`config.mk`:
```
export PLATFORM = sky130hd
export DESIGN_NAME = dcache_top
export DESIGN_NICKNAME = d
export VERILOG_FILES = /design/src/common/cache_pkg.sv /design/src/common/axil_pkg.sv /design/src/dcache/cache_way.sv /design/src/dcache/dcache_array.sv /design/src/dcache/dcache_ctrl.sv /design/src/source/dcache_top.sv
export SDC_FILE = /design/constraint.sdc
export NUM_CORES = 2
export LEC_CHECK = 0
export ABC_CLOCK_PERIOD_IN_PS = 11800
export BUFFER_PORTS_ARGS = -buffer_cell sky130_fd_sc_hd__clkbuf_2
export CORE_MARGIN = 4
export CORE_UTILIZATION = 45
export DETAILED_ROUTE_END_ITERATION = 8
export PLACE_DENSITY = 0.67
export SYNTH_ARGS = -nofsm -noshare
export SYNTH_HDL_FRONTEND = slang
export SYNTH_HIERARCHICAL = 1
export SYNTH_SLANG_ARGS = --single-unit
```
`constraint.sdc`:
```
create_clock -name clock -period 11.8 [get_ports clock]
set_input_delay 1.18 -clock clock [delete_from_list [all_inputs] [get_ports clock]]
set_output_delay 1.18 -clock clock [all_outputs]
set_load 0.1 [all_outputs]
```
`src/common/cache_pkg.sv`:
```
// cache geometry, address field widths and controller states, imported by the cache RTL and testbench
package cache_pkg;

  // organization
  localparam int num_way = 4;
  localparam int num_set = 8;

  // address split, byte offset / set index / tag
  localparam int offset_bits = 3;
  localparam int index_bits  = 3;
  localparam int tag_bits    = 10;

  // one 64-bit word per line
  localparam int line_bits = 64;

  // miss handling walks wb_req/wb_resp only for a dirty victim
  typedef enum logic [2:0] {
    idle,
    lookup,
    wb_req,
    wb_resp,
    fill_req,
    fill_resp,
    update,
    respond
  } ctrl_state_e;

endpackage

```
`src/common/axil_pkg.sv`:
```
// AXI4-Lite bus widths and response codes shared by both ports of the cache and the testbench
package axil_pkg;

  localparam int addr_bits = 16;
  localparam int data_bits = 64;
  localparam int strb_bits = data_bits / 8;

  // standard xRESP encoding
  typedef enum logic [1:0] {
    okay   = 2'b00,
    exokay = 2'b01,
    slverr = 2'b10,
    decerr = 2'b11
  } axil_resp_e;

endpackage

```
`src/dcache/cache_way.sv`:
```
// one cache way with per-set valid, dirty, tag and data and a tag compare, used four times by the array
`timescale 1ns/10ps

module cache_way import cache_pkg::*; (
  input  logic                  clock,
  input  logic                  reset,
  input  logic [index_bits-1:0] index,
  input  logic [tag_bits-1:0]   tag,
  input  logic                  write_en,
  input  logic [line_bits-1:0]  write_data,
  input  logic                  write_dirty,
  output logic                  hit,
  output logic                  line_valid,
  output logic                  line_dirty,
  output logic [tag_bits-1:0]   line_tag,
  output logic [line_bits-1:0]  line_data
);

  logic [num_set-1:0]   valid_q;
  logic [num_set-1:0]   dirty_q;
  logic [tag_bits-1:0]  tag_q [num_set];
  logic [line_bits-1:0] data_q [num_set];

  // status bits, all lines invalid out of reset
  always_ff @(posedge clock) begin
    if (reset) begin
      valid_q <= '0;
      dirty_q <= '0;
    end else if (write_en) begin
      valid_q[index] <= 1'b1;
      dirty_q[index] <= write_dirty;
    end
  end

  always_ff @(posedge clock) begin
    if (write_en) begin
      tag_q[index]  <= tag;
      data_q[index] <= write_data;
    end
  end

  assign line_valid = valid_q[index];
  assign line_dirty = dirty_q[index];
  assign line_tag   = tag_q[index];
  assign line_data  = data_q[index];

  assign hit = line_valid && (line_tag == tag);

endmodule

```
`src/dcache/dcache_array.sv`:
```
// four-way tag and data array with tree pseudo-LRU per set, driven by the cache controller
`timescale 1ns/10ps

module dcache_array import cache_pkg::*; (
  input  logic                                         clock,
  input  logic                                         reset,
  input  logic [tag_bits+index_bits+offset_bits-1:0]   lookup_addr,
  input  logic                                         write_en,
  input  logic                                         fill_en,
  input  logic [line_bits-1:0]                         write_data,
  input  logic                                         write_dirty,
  output logic                                         hit,
  output logic [line_bits-1:0]                         hit_data,
  output logic                                         victim_valid,
  output logic                                         victim_dirty,
  output logic [tag_bits+index_bits+offset_bits-1:0]   victim_addr,
  output logic [line_bits-1:0]                         victim_data
);

  logic [index_bits-1:0]      index;
  logic [tag_bits-1:0]        tag;
  logic [num_way-1:0]         way_hit;
  logic [num_way-1:0]         way_valid;
  logic [num_way-1:0]         way_dirty;
  logic [num_way-1:0]         way_we;
  logic [tag_bits-1:0]        way_tag [num_way];
  logic [line_bits-1:0]       way_data [num_way];
  logic [num_set-1:0]         plru_root;
  logic [num_set-1:0]         plru_left;
  logic [num_set-1:0]         plru_right;
  logic [$clog2(num_way)-1:0] victim_way;

  assign index = lookup_addr[offset_bits +: index_bits];
  assign tag   = lookup_addr[offset_bits+index_bits +: tag_bits];

  // root picks the half, left/right bit picks the way within it
  always_comb begin
    if (plru_root[index]) begin
      victim_way = plru_right[index] ? 2'd3 : 2'd2;
    end else begin
      victim_way = plru_left[index] ? 2'd1 : 2'd0;
    end
  end

  // tree only moves on a fill, hits leave it alone
  always_ff @(posedge clock) begin
    if (reset) begin
      plru_root  <= '0;
      plru_left  <= '0;
      plru_right <= '0;
    end else if (fill_en) begin
      if (plru_root[index]) begin
        plru_right[index] <= ~plru_right[index];
      end else begin
        plru_left[index] <= ~plru_left[index];
      end
      plru_root[index] <= ~plru_root[index];
    end
  end

  for (genvar w = 0; w < num_way; w++) begin : g_way
    // stores go to the hit way, fills to the victim way
    assign way_we[w] = (write_en && way_hit[w]) || (fill_en && (int'(victim_way) == w));

    cache_way u_way (
      .clock       (clock),
      .reset       (reset),
      .index       (index),
      .tag         (tag),
      .write_en    (way_we[w]),
      .write_data  (write_data),
      .write_dirty (write_dirty),
      .hit         (way_hit[w]),
      .line_valid  (way_valid[w]),
      .line_dirty  (way_dirty[w]),
      .line_tag    (way_tag[w]),
      .line_data   (way_data[w])
    );
  end

  assign hit = |way_hit;

  // at most one way hits, so an or of the masked lines is enough
  always_comb begin
    hit_data = '0;
    for (int w = 0; w < num_way; w++) begin
      if (way_hit[w]) begin
        hit_data = hit_data | way_data[w];
      end
    end
  end

  assign victim_valid = way_valid[victim_way];
  assign victim_dirty = way_dirty[victim_way];
  assign victim_data  = way_data[victim_way];
  assign victim_addr  = {way_tag[victim_way], index, {offset_bits{1'b0}}};

endmodule

```
`src/dcache/dcache_ctrl.sv`:
```
// cache controller FSM bridging the processor AXI4-Lite slave and the memory AXI4-Lite master
`timescale 1ns/10ps

module dcache_ctrl import cache_pkg::*, axil_pkg::*; (
  input  logic                 clock,
  input  logic                 reset,
  // processor side
  input  logic [addr_bits-1:0] cpu_araddr,
  input  logic                 cpu_arvalid,
  output logic                 cpu_arready,
  output logic [data_bits-1:0] cpu_rdata,
  output axil_resp_e           cpu_rresp,
  output logic                 cpu_rvalid,
  input  logic                 cpu_rready,
  input  logic [addr_bits-1:0] cpu_awaddr,
  input  logic                 cpu_awvalid,
  output logic                 cpu_awready,
  input  logic [data_bits-1:0] cpu_wdata,
  input  logic [strb_bits-1:0] cpu_wstrb,
  input  logic                 cpu_wvalid,
  output logic                 cpu_wready,
  output axil_resp_e           cpu_bresp,
  output logic                 cpu_bvalid,
  input  logic                 cpu_bready,
  // memory side
  output logic [addr_bits-1:0] mem_araddr,
  output logic                 mem_arvalid,
  input  logic                 mem_arready,
  input  logic [data_bits-1:0] mem_rdata,
  input  axil_resp_e           mem_rresp,
  input  logic                 mem_rvalid,
  output logic                 mem_rready,
  output logic [addr_bits-1:0] mem_awaddr,
  output logic                 mem_awvalid,
  input  logic                 mem_awready,
  output logic [data_bits-1:0] mem_wdata,
  output logic [strb_bits-1:0] mem_wstrb,
  output logic                 mem_wvalid,
  input  logic                 mem_wready,
  input  axil_resp_e           mem_bresp,
  input  logic                 mem_bvalid,
  output logic                 mem_bready,
  // toward the array
  output logic [addr_bits-1:0] lookup_addr,
  output logic                 write_en,
  output logic                 fill_en,
  output logic [line_bits-1:0] write_data,
  output logic                 write_dirty,
  input  logic                 hit,
  input  logic [line_bits-1:0] hit_data,
  input  logic                 victim_valid,
  input  logic                 victim_dirty,
  input  logic [addr_bits-1:0] victim_addr,
  input  logic [line_bits-1:0] victim_data
);

  ctrl_state_e          state;
  logic [addr_bits-1:0] req_addr;
  logic                 req_write;
  logic [data_bits-1:0] req_wdata;
  logic [strb_bits-1:0] req_wstrb;
  logic [line_bits-1:0] line_buf;
  axil_resp_e           resp_q;
  logic                 filling;
  logic                 aw_pend;
  logic                 w_pend;
  logic                 ar_fire;
  logic                 wr_fire;
  logic                 rsp_fire;

  function automatic logic [line_bits-1:0] merge_bytes(
    input logic [line_bits-1:0] base,
    input logic [data_bits-1:0] data,
    input logic [strb_bits-1:0] strb
  );
    logic [line_bits-1:0] merged;
    merged = base;
    for (int b = 0; b < strb_bits; b++) begin
      if (strb[b]) begin
        merged[8*b +: 8] = data[8*b +: 8];
      end
    end
    return merged;
  endfunction

  assign cpu_arready = (state == idle);
  // aw and w only together, and a pending read goes first
  assign cpu_awready = (state == idle) && !cpu_arvalid && (cpu_awvalid == cpu_wvalid);
  assign cpu_wready  = cpu_awready;

  assign ar_fire  = cpu_arvalid && cpu_arready;
  assign wr_fire  = cpu_awvalid && cpu_wvalid && cpu_awready;
  assign rsp_fire = (cpu_rvalid && cpu_rready) || (cpu_bvalid && cpu_bready);

  always_ff @(posedge clock) begin
    if (reset) begin
      state     <= idle;
      req_write <= 1'b0;
      filling   <= 1'b0;
      aw_pend   <= 1'b0;
      w_pend    <= 1'b0;
    end else begin
      case (state)
        idle: begin
          if (ar_fire) begin
            req_write <= 1'b0;
            state     <= lookup;
          end else if (wr_fire) begin
            req_write <= 1'b1;
            state     <= lookup;
          end
        end
        lookup: begin
          filling <= !hit;
          if (hit) begin
            state <= req_write ? update : respond;
          end else if (victim_valid && victim_dirty) begin
            aw_pend <= 1'b1;
            w_pend  <= 1'b1;
            state   <= wb_req;
          end else begin
            state <= fill_req;
          end
        end
        wb_req: begin
          // aw and w may be taken in different cycles
          if (mem_awready) begin
            aw_pend <= 1'b0;
          end
          if (mem_wready) begin
            w_pend <= 1'b0;
          end
          if ((!aw_pend || mem_awready) && (!w_pend || mem_wready)) begin
            state <= wb_resp;
          end
        end
        wb_resp: begin
          if (mem_bvalid) begin
            state <= (mem_bresp == okay) ? fill_req : respond;
          end
        end
        fill_req: begin
          if (mem_arready) begin
            state <= fill_resp;
          end
        end
        fill_resp: begin
          // error response skips the install
          if (mem_rvalid) begin
            state <= (mem_rresp == okay) ? update : respond;
          end
        end
        update: state <= respond;
        respond: begin
          if (rsp_fire) begin
            state <= idle;
          end
        end
        default: state <= idle;
      endcase
    end
  end

  // request and line payload
  always_ff @(posedge clock) begin
    if (ar_fire) begin
      req_addr <= cpu_araddr;
    end else if (wr_fire) begin
      req_addr  <= cpu_awaddr;
      req_wdata <= cpu_wdata;
      req_wstrb <= cpu_wstrb;
    end
    if (state == lookup) begin
      line_buf <= hit_data;
      resp_q   <= okay;
    end
    if ((state == wb_resp) && mem_bvalid) begin
      resp_q <= mem_bresp;
    end
    if ((state == fill_resp) && mem_rvalid) begin
      line_buf <= mem_rdata;
      resp_q   <= mem_rresp;
    end
  end

  assign cpu_rvalid = (state == respond) && !req_write;
  assign cpu_bvalid = (state == respond) && req_write;
  assign cpu_rdata  = line_buf;
  assign cpu_rresp  = resp_q;
  assign cpu_bresp  = resp_q;

  // refill of the whole word
  assign mem_arvalid = (state == fill_req);
  assign mem_araddr  = {req_addr[addr_bits-1:offset_bits], {offset_bits{1'b0}}};
  assign mem_rready  = (state == fill_resp);

  // victim stays put in the array until the update state
  assign mem_awvalid = aw_pend;
  assign mem_awaddr  = victim_addr;
  assign mem_wvalid  = w_pend;
  assign mem_wdata   = victim_data;
  assign mem_wstrb   = '1;
  assign mem_bready  = (state == wb_resp);

  assign lookup_addr = req_addr;
  assign write_en    = (state == update) && !filling;
  assign fill_en     = (state == update) && filling;
  assign write_data  = req_write ? merge_bytes(line_buf, req_wdata, req_wstrb) : line_buf;
  assign write_dirty = req_write;

endmodule

```
`src/source/dcache_top.sv`:
```
// data cache top level joining controller and array, the DUT seen by the testbench
`timescale 1ns/10ps

module dcache_top import cache_pkg::*, axil_pkg::*; (
  input  logic                 clock,
  input  logic                 reset,
  input  logic [addr_bits-1:0] cpu_araddr,
  input  logic                 cpu_arvalid,
  output logic                 cpu_arready,
  output logic [data_bits-1:0] cpu_rdata,
  output axil_resp_e           cpu_rresp,
  output logic                 cpu_rvalid,
  input  logic                 cpu_rready,
  input  logic [addr_bits-1:0] cpu_awaddr,
  input  logic                 cpu_awvalid,
  output logic                 cpu_awready,
  input  logic [data_bits-1:0] cpu_wdata,
  input  logic [strb_bits-1:0] cpu_wstrb,
  input  logic                 cpu_wvalid,
  output logic                 cpu_wready,
  output axil_resp_e           cpu_bresp,
  output logic                 cpu_bvalid,
  input  logic                 cpu_bready,
  output logic [addr_bits-1:0] mem_araddr,
  output logic                 mem_arvalid,
  input  logic                 mem_arready,
  input  logic [data_bits-1:0] mem_rdata,
  input  axil_resp_e           mem_rresp,
  input  logic                 mem_rvalid,
  output logic                 mem_rready,
  output logic [addr_bits-1:0] mem_awaddr,
  output logic                 mem_awvalid,
  input  logic                 mem_awready,
  output logic [data_bits-1:0] mem_wdata,
  output logic [strb_bits-1:0] mem_wstrb,
  output logic                 mem_wvalid,
  input  logic                 mem_wready,
  input  axil_resp_e           mem_bresp,
  input  logic                 mem_bvalid,
  output logic                 mem_bready
);

  // controller to array
  logic [addr_bits-1:0] lookup_addr;
  logic                 write_en;
  logic                 fill_en;
  logic [line_bits-1:0] write_data;
  logic                 write_dirty;
  // array back to controller
  logic                 hit;
  logic [line_bits-1:0] hit_data;
  logic                 victim_valid;
  logic                 victim_dirty;
  logic [addr_bits-1:0] victim_addr;
  logic [line_bits-1:0] victim_data;

  // all port names match the local names
  dcache_ctrl u_ctrl (.*);

  dcache_array u_array (.*);

endmodule

```
==> summary.txt <==
GRT
  – Grt ovf: 0
  – Largest net degree at the start of global routing: 155
  – GRT Util Overall: 0.2149
  – Antenna violations before repair: 14
  – First-pass GRT wire length: 378500 microns
  – Vias in the first global route: 53270

Detailed routing
  – Routed vias: 52440
  – DRC errors left: 0
  – Initial drt markers: 6071
  – Routed WL: 262900 microns
  – Vias/cell: 5.986
  – Wirelength per Cell: 30.01 microns
  – Drt pass-1 iters: 6
  – Routed Antenna Nets: 0

Setup path
  – Critical path launch point type: flip-flop
  – Reg2Reg Setup Slack: 4.84 ns
  – Crit path to: mem_awaddr[6]
  – Worst Path Arrival: 6.46 ns
  – Worst setup path start: u_ctrl/lookup_addr[3]
  – Crit Path Class: flip-flop to output pin
  – Worst Path Required: 10.62 ns
  – Reg2reg end: u_array/g_way[0].u_way/data_q[5][17]
  – R2R depth: 12
  – CP max FO: 41
  – Element type at the critical path end: output pin
  – FF-to-FF Start: u_ctrl/lookup_addr[3]

Finish
  – Final net count: 5704
  – Synthesis-to-layout area growth: 12.65%
  – Fraction of layout cells with a size suffix above 1: 0.3404
  – Final Core Density: 0.5091
  – Fill count: 18260

STA
  – Max-slew violations: 0
  – Worst-margin pin slew: 1.167 ns
  – Final min period: 7.637 ns
  – Final TNS setup: 0 ns
  – Hold Fails Final Rpt: 0
  – Endpoints failing setup: 0
  – RSZ-0062 raised after global routing: false
  – Max Fclk: 130.9 MHz
  – Relative max-transition margin: 0.2222
  – Final clock skew: 0.06575 ns
  – Fin crit share: 0.6472

Clock tree
  – Clock slew at reported path FFs: 0.06 ns
  – Clk root buf: clkbuf_16
  – Num CTS Buffers: 289
  – PostCTS Resize Cnt: 0
  – Skew-Pair Late Insertion Delay: 0.93 ns
  – CTS tree: yes
  – Hold-fix buffers, CTS: 0
  – Setup Fix Bufs, Post-CTS: 0
  – Clock sinks: 2614
  – Bufs on Longest Clock Path: 4
  – H-tree levels: 5

Synth
  – Yosys warns: 6
  – Synth Instances: 5133
  – Synthesized area: 105100 sq um
  – Mean post-synth cell area: 20.47 sq um

Power and ir drop
  – Clk pwr share: 0.336
  – Sw power: 0.007390 W
  – Int Pwr: 0.01755 W
  – Switch share: 0.2964
  – Combinational power share: 0.226
  – Static leakage: 38.91 nW
  – PwrDens: 210.6 nW/um^2
  – Register share of total power: 0.438
  – VDD IR-drop max: 0.0001598 V

Placed design
  – Post-DP HPWL: 144200 microns
  – GPL Wtd Cong: 0.7766
  – Port Buffers: 345

Die
  – Num rows: 177
  – Initial Util: 0.4520
  – DIE WIDTH: 491.3 microns
  – IO Pins: 366
  – Die area: 241300 sq um
  – Die outline height: 491.3 microns
  – Core area: 232500 sq um

Min path
  – Worst min path class: input port to flip-flop

Run status
  – Run status: finished clean

Run
  – Max-Cap Viols: 0
[flip-flops by register name (all words and copies together) (netlist names), 2 cells and up]
name / count
u_ctrl/cpu_bresp: 2
u_array/plru_right: 8
u_array/g_way.u_way/dirty_q: 32
u_array/g_way.u_way/valid_q: 32
u_array/g_way.u_way/data_q: 2048
u_ctrl/req_wstrb: 8
u_array/plru_left: 8
u_ctrl/req_wdata: 64
u_array/g_way.u_way/tag_q: 320
u_ctrl/cpu_rdata: 64
u_ctrl/state: 3
u_array/plru_root: 8
u_ctrl/lookup_addr: 13
[cells in the final DEF, fill, tap and decap left out, drive strengths merged, types with 6 or more instances in the layout]
cell	n
xor2	16
xnor2	12
inv	42
and3	6
o21ai	110
nor2	135
clkbuf	706
mux2i	204
nand2b	15
o22ai	12
conb	14
and2	10
nor3	20
clkinv	97
mux4	570
buf	130
nand2	200
a21oi	42
mux2	510
dfxtp	95
nand3	9
nor4	7
nor2b	12
nand4	9
clkinvlp	9
bufinv	12
a211oi	7
a22oi	141
edfxtp	2519
[power by group through the flow]
stage | Combinational [W] | Clock, W | Sequential (W)
2_1_floorplan | 0.00404 | 0 | 0.0116
3_3_place_gp | 0.00557 | 0 | 0.0111
3_5_place_dp | 0.00565 | 0 | 0.0111
4_1_cts | 0.00567 | 0.00855 | 0.0109
5_1_grt | 0.00596 | 0.00894 | 0.0109
6_report | 0.00564 | 0.00838 | 0.0109
[area by class of cell]
cell class                      count  area, sq um  share of cell area
Sequential cell                  2614        77550              0.6550
Inverter                           34        135.1            0.001141
Timing Repair Buffer              474         2785             0.02352
Clock buffer                      362         7759             0.06553
Clock inverter                    126        920.9            0.007778
Multi-Input combinational cell   2106        25430              0.2148
Antenna cell                        2        5.005          0.00004227
Tap cell                         3043         3807             0.03216
[worst min-delay path by stage]
stage | from | to | slack, ns | cells past startpoint
6_report | cpu_wdata[24] | u_ctrl/req_wdata[24] | 0.42 | 1
5_1_grt | cpu_wdata[24] | u_ctrl/req_wdata[24] | 0.38 | 1
3_5_place_dp | u_array/g_way[2].u_way/valid_q[0] | u_array/g_way[2].u_way/valid_q[0] | 0.46 | 2
3_3_place_gp | u_array/g_way[3].u_way/valid_q[5] | u_array/g_way[3].u_way/valid_q[5] | 0.44 | 2
4_1_cts | cpu_wdata[24] | u_ctrl/req_wdata[24] | 0.34 | 1
2_1_floorplan | u_array/g_way[2].u_way/valid_q[7] | u_array/g_way[2].u_way/valid_q[7] | 0.42 | 2
[through the flow]
| stage | std cells | power [W] | cell area (sq um) | worst slack (ns) | hold slack, ns |
|---|---|---|---|---|---|
| floorplan | 5144 | 0.01562 | 105100 | 2.454 | 0.4223 |
| global placement | 8271 | 0.01668 | 109700 | 4.741 | 0.4441 |
| detailed placement | 8271 | 0.01677 | 109700 | 4.699 | 0.4575 |
| CTS | 8759 | 0.02514 | 118400 | 3.999 | 0.3423 |
| global route | 8759 | 0.02583 | 118400 | 3.911 | 0.3758 |
| finish | 8761 | 0.02494 | 118400 | 4.163 | 0.4223 |
[per-layer routing]
layer,up-vias,part of all wire,GRT usage
met3,426,0.077,0.03702
met5,-,0.00010,0
li1,21690,-,-
met1,27990,0.42,0.3080
met4,4,0.026,0.06144
met2,2332,0.48,0.3414
[critical path: stages, from the launching register on]
cell and delay (ns):
edfxtp_1 0.65, buf_4 0.54, buf_4 0.70, mux4_2 0.62
mux2i_4 0.16, buf_4 0.67, buf_4 0.71, mux2_2 0.29
nand2_1 0.10, o21ai_1 0.45, clkbuf_2 0.58
Note: power is estimated with default switching activity, not from simulation.
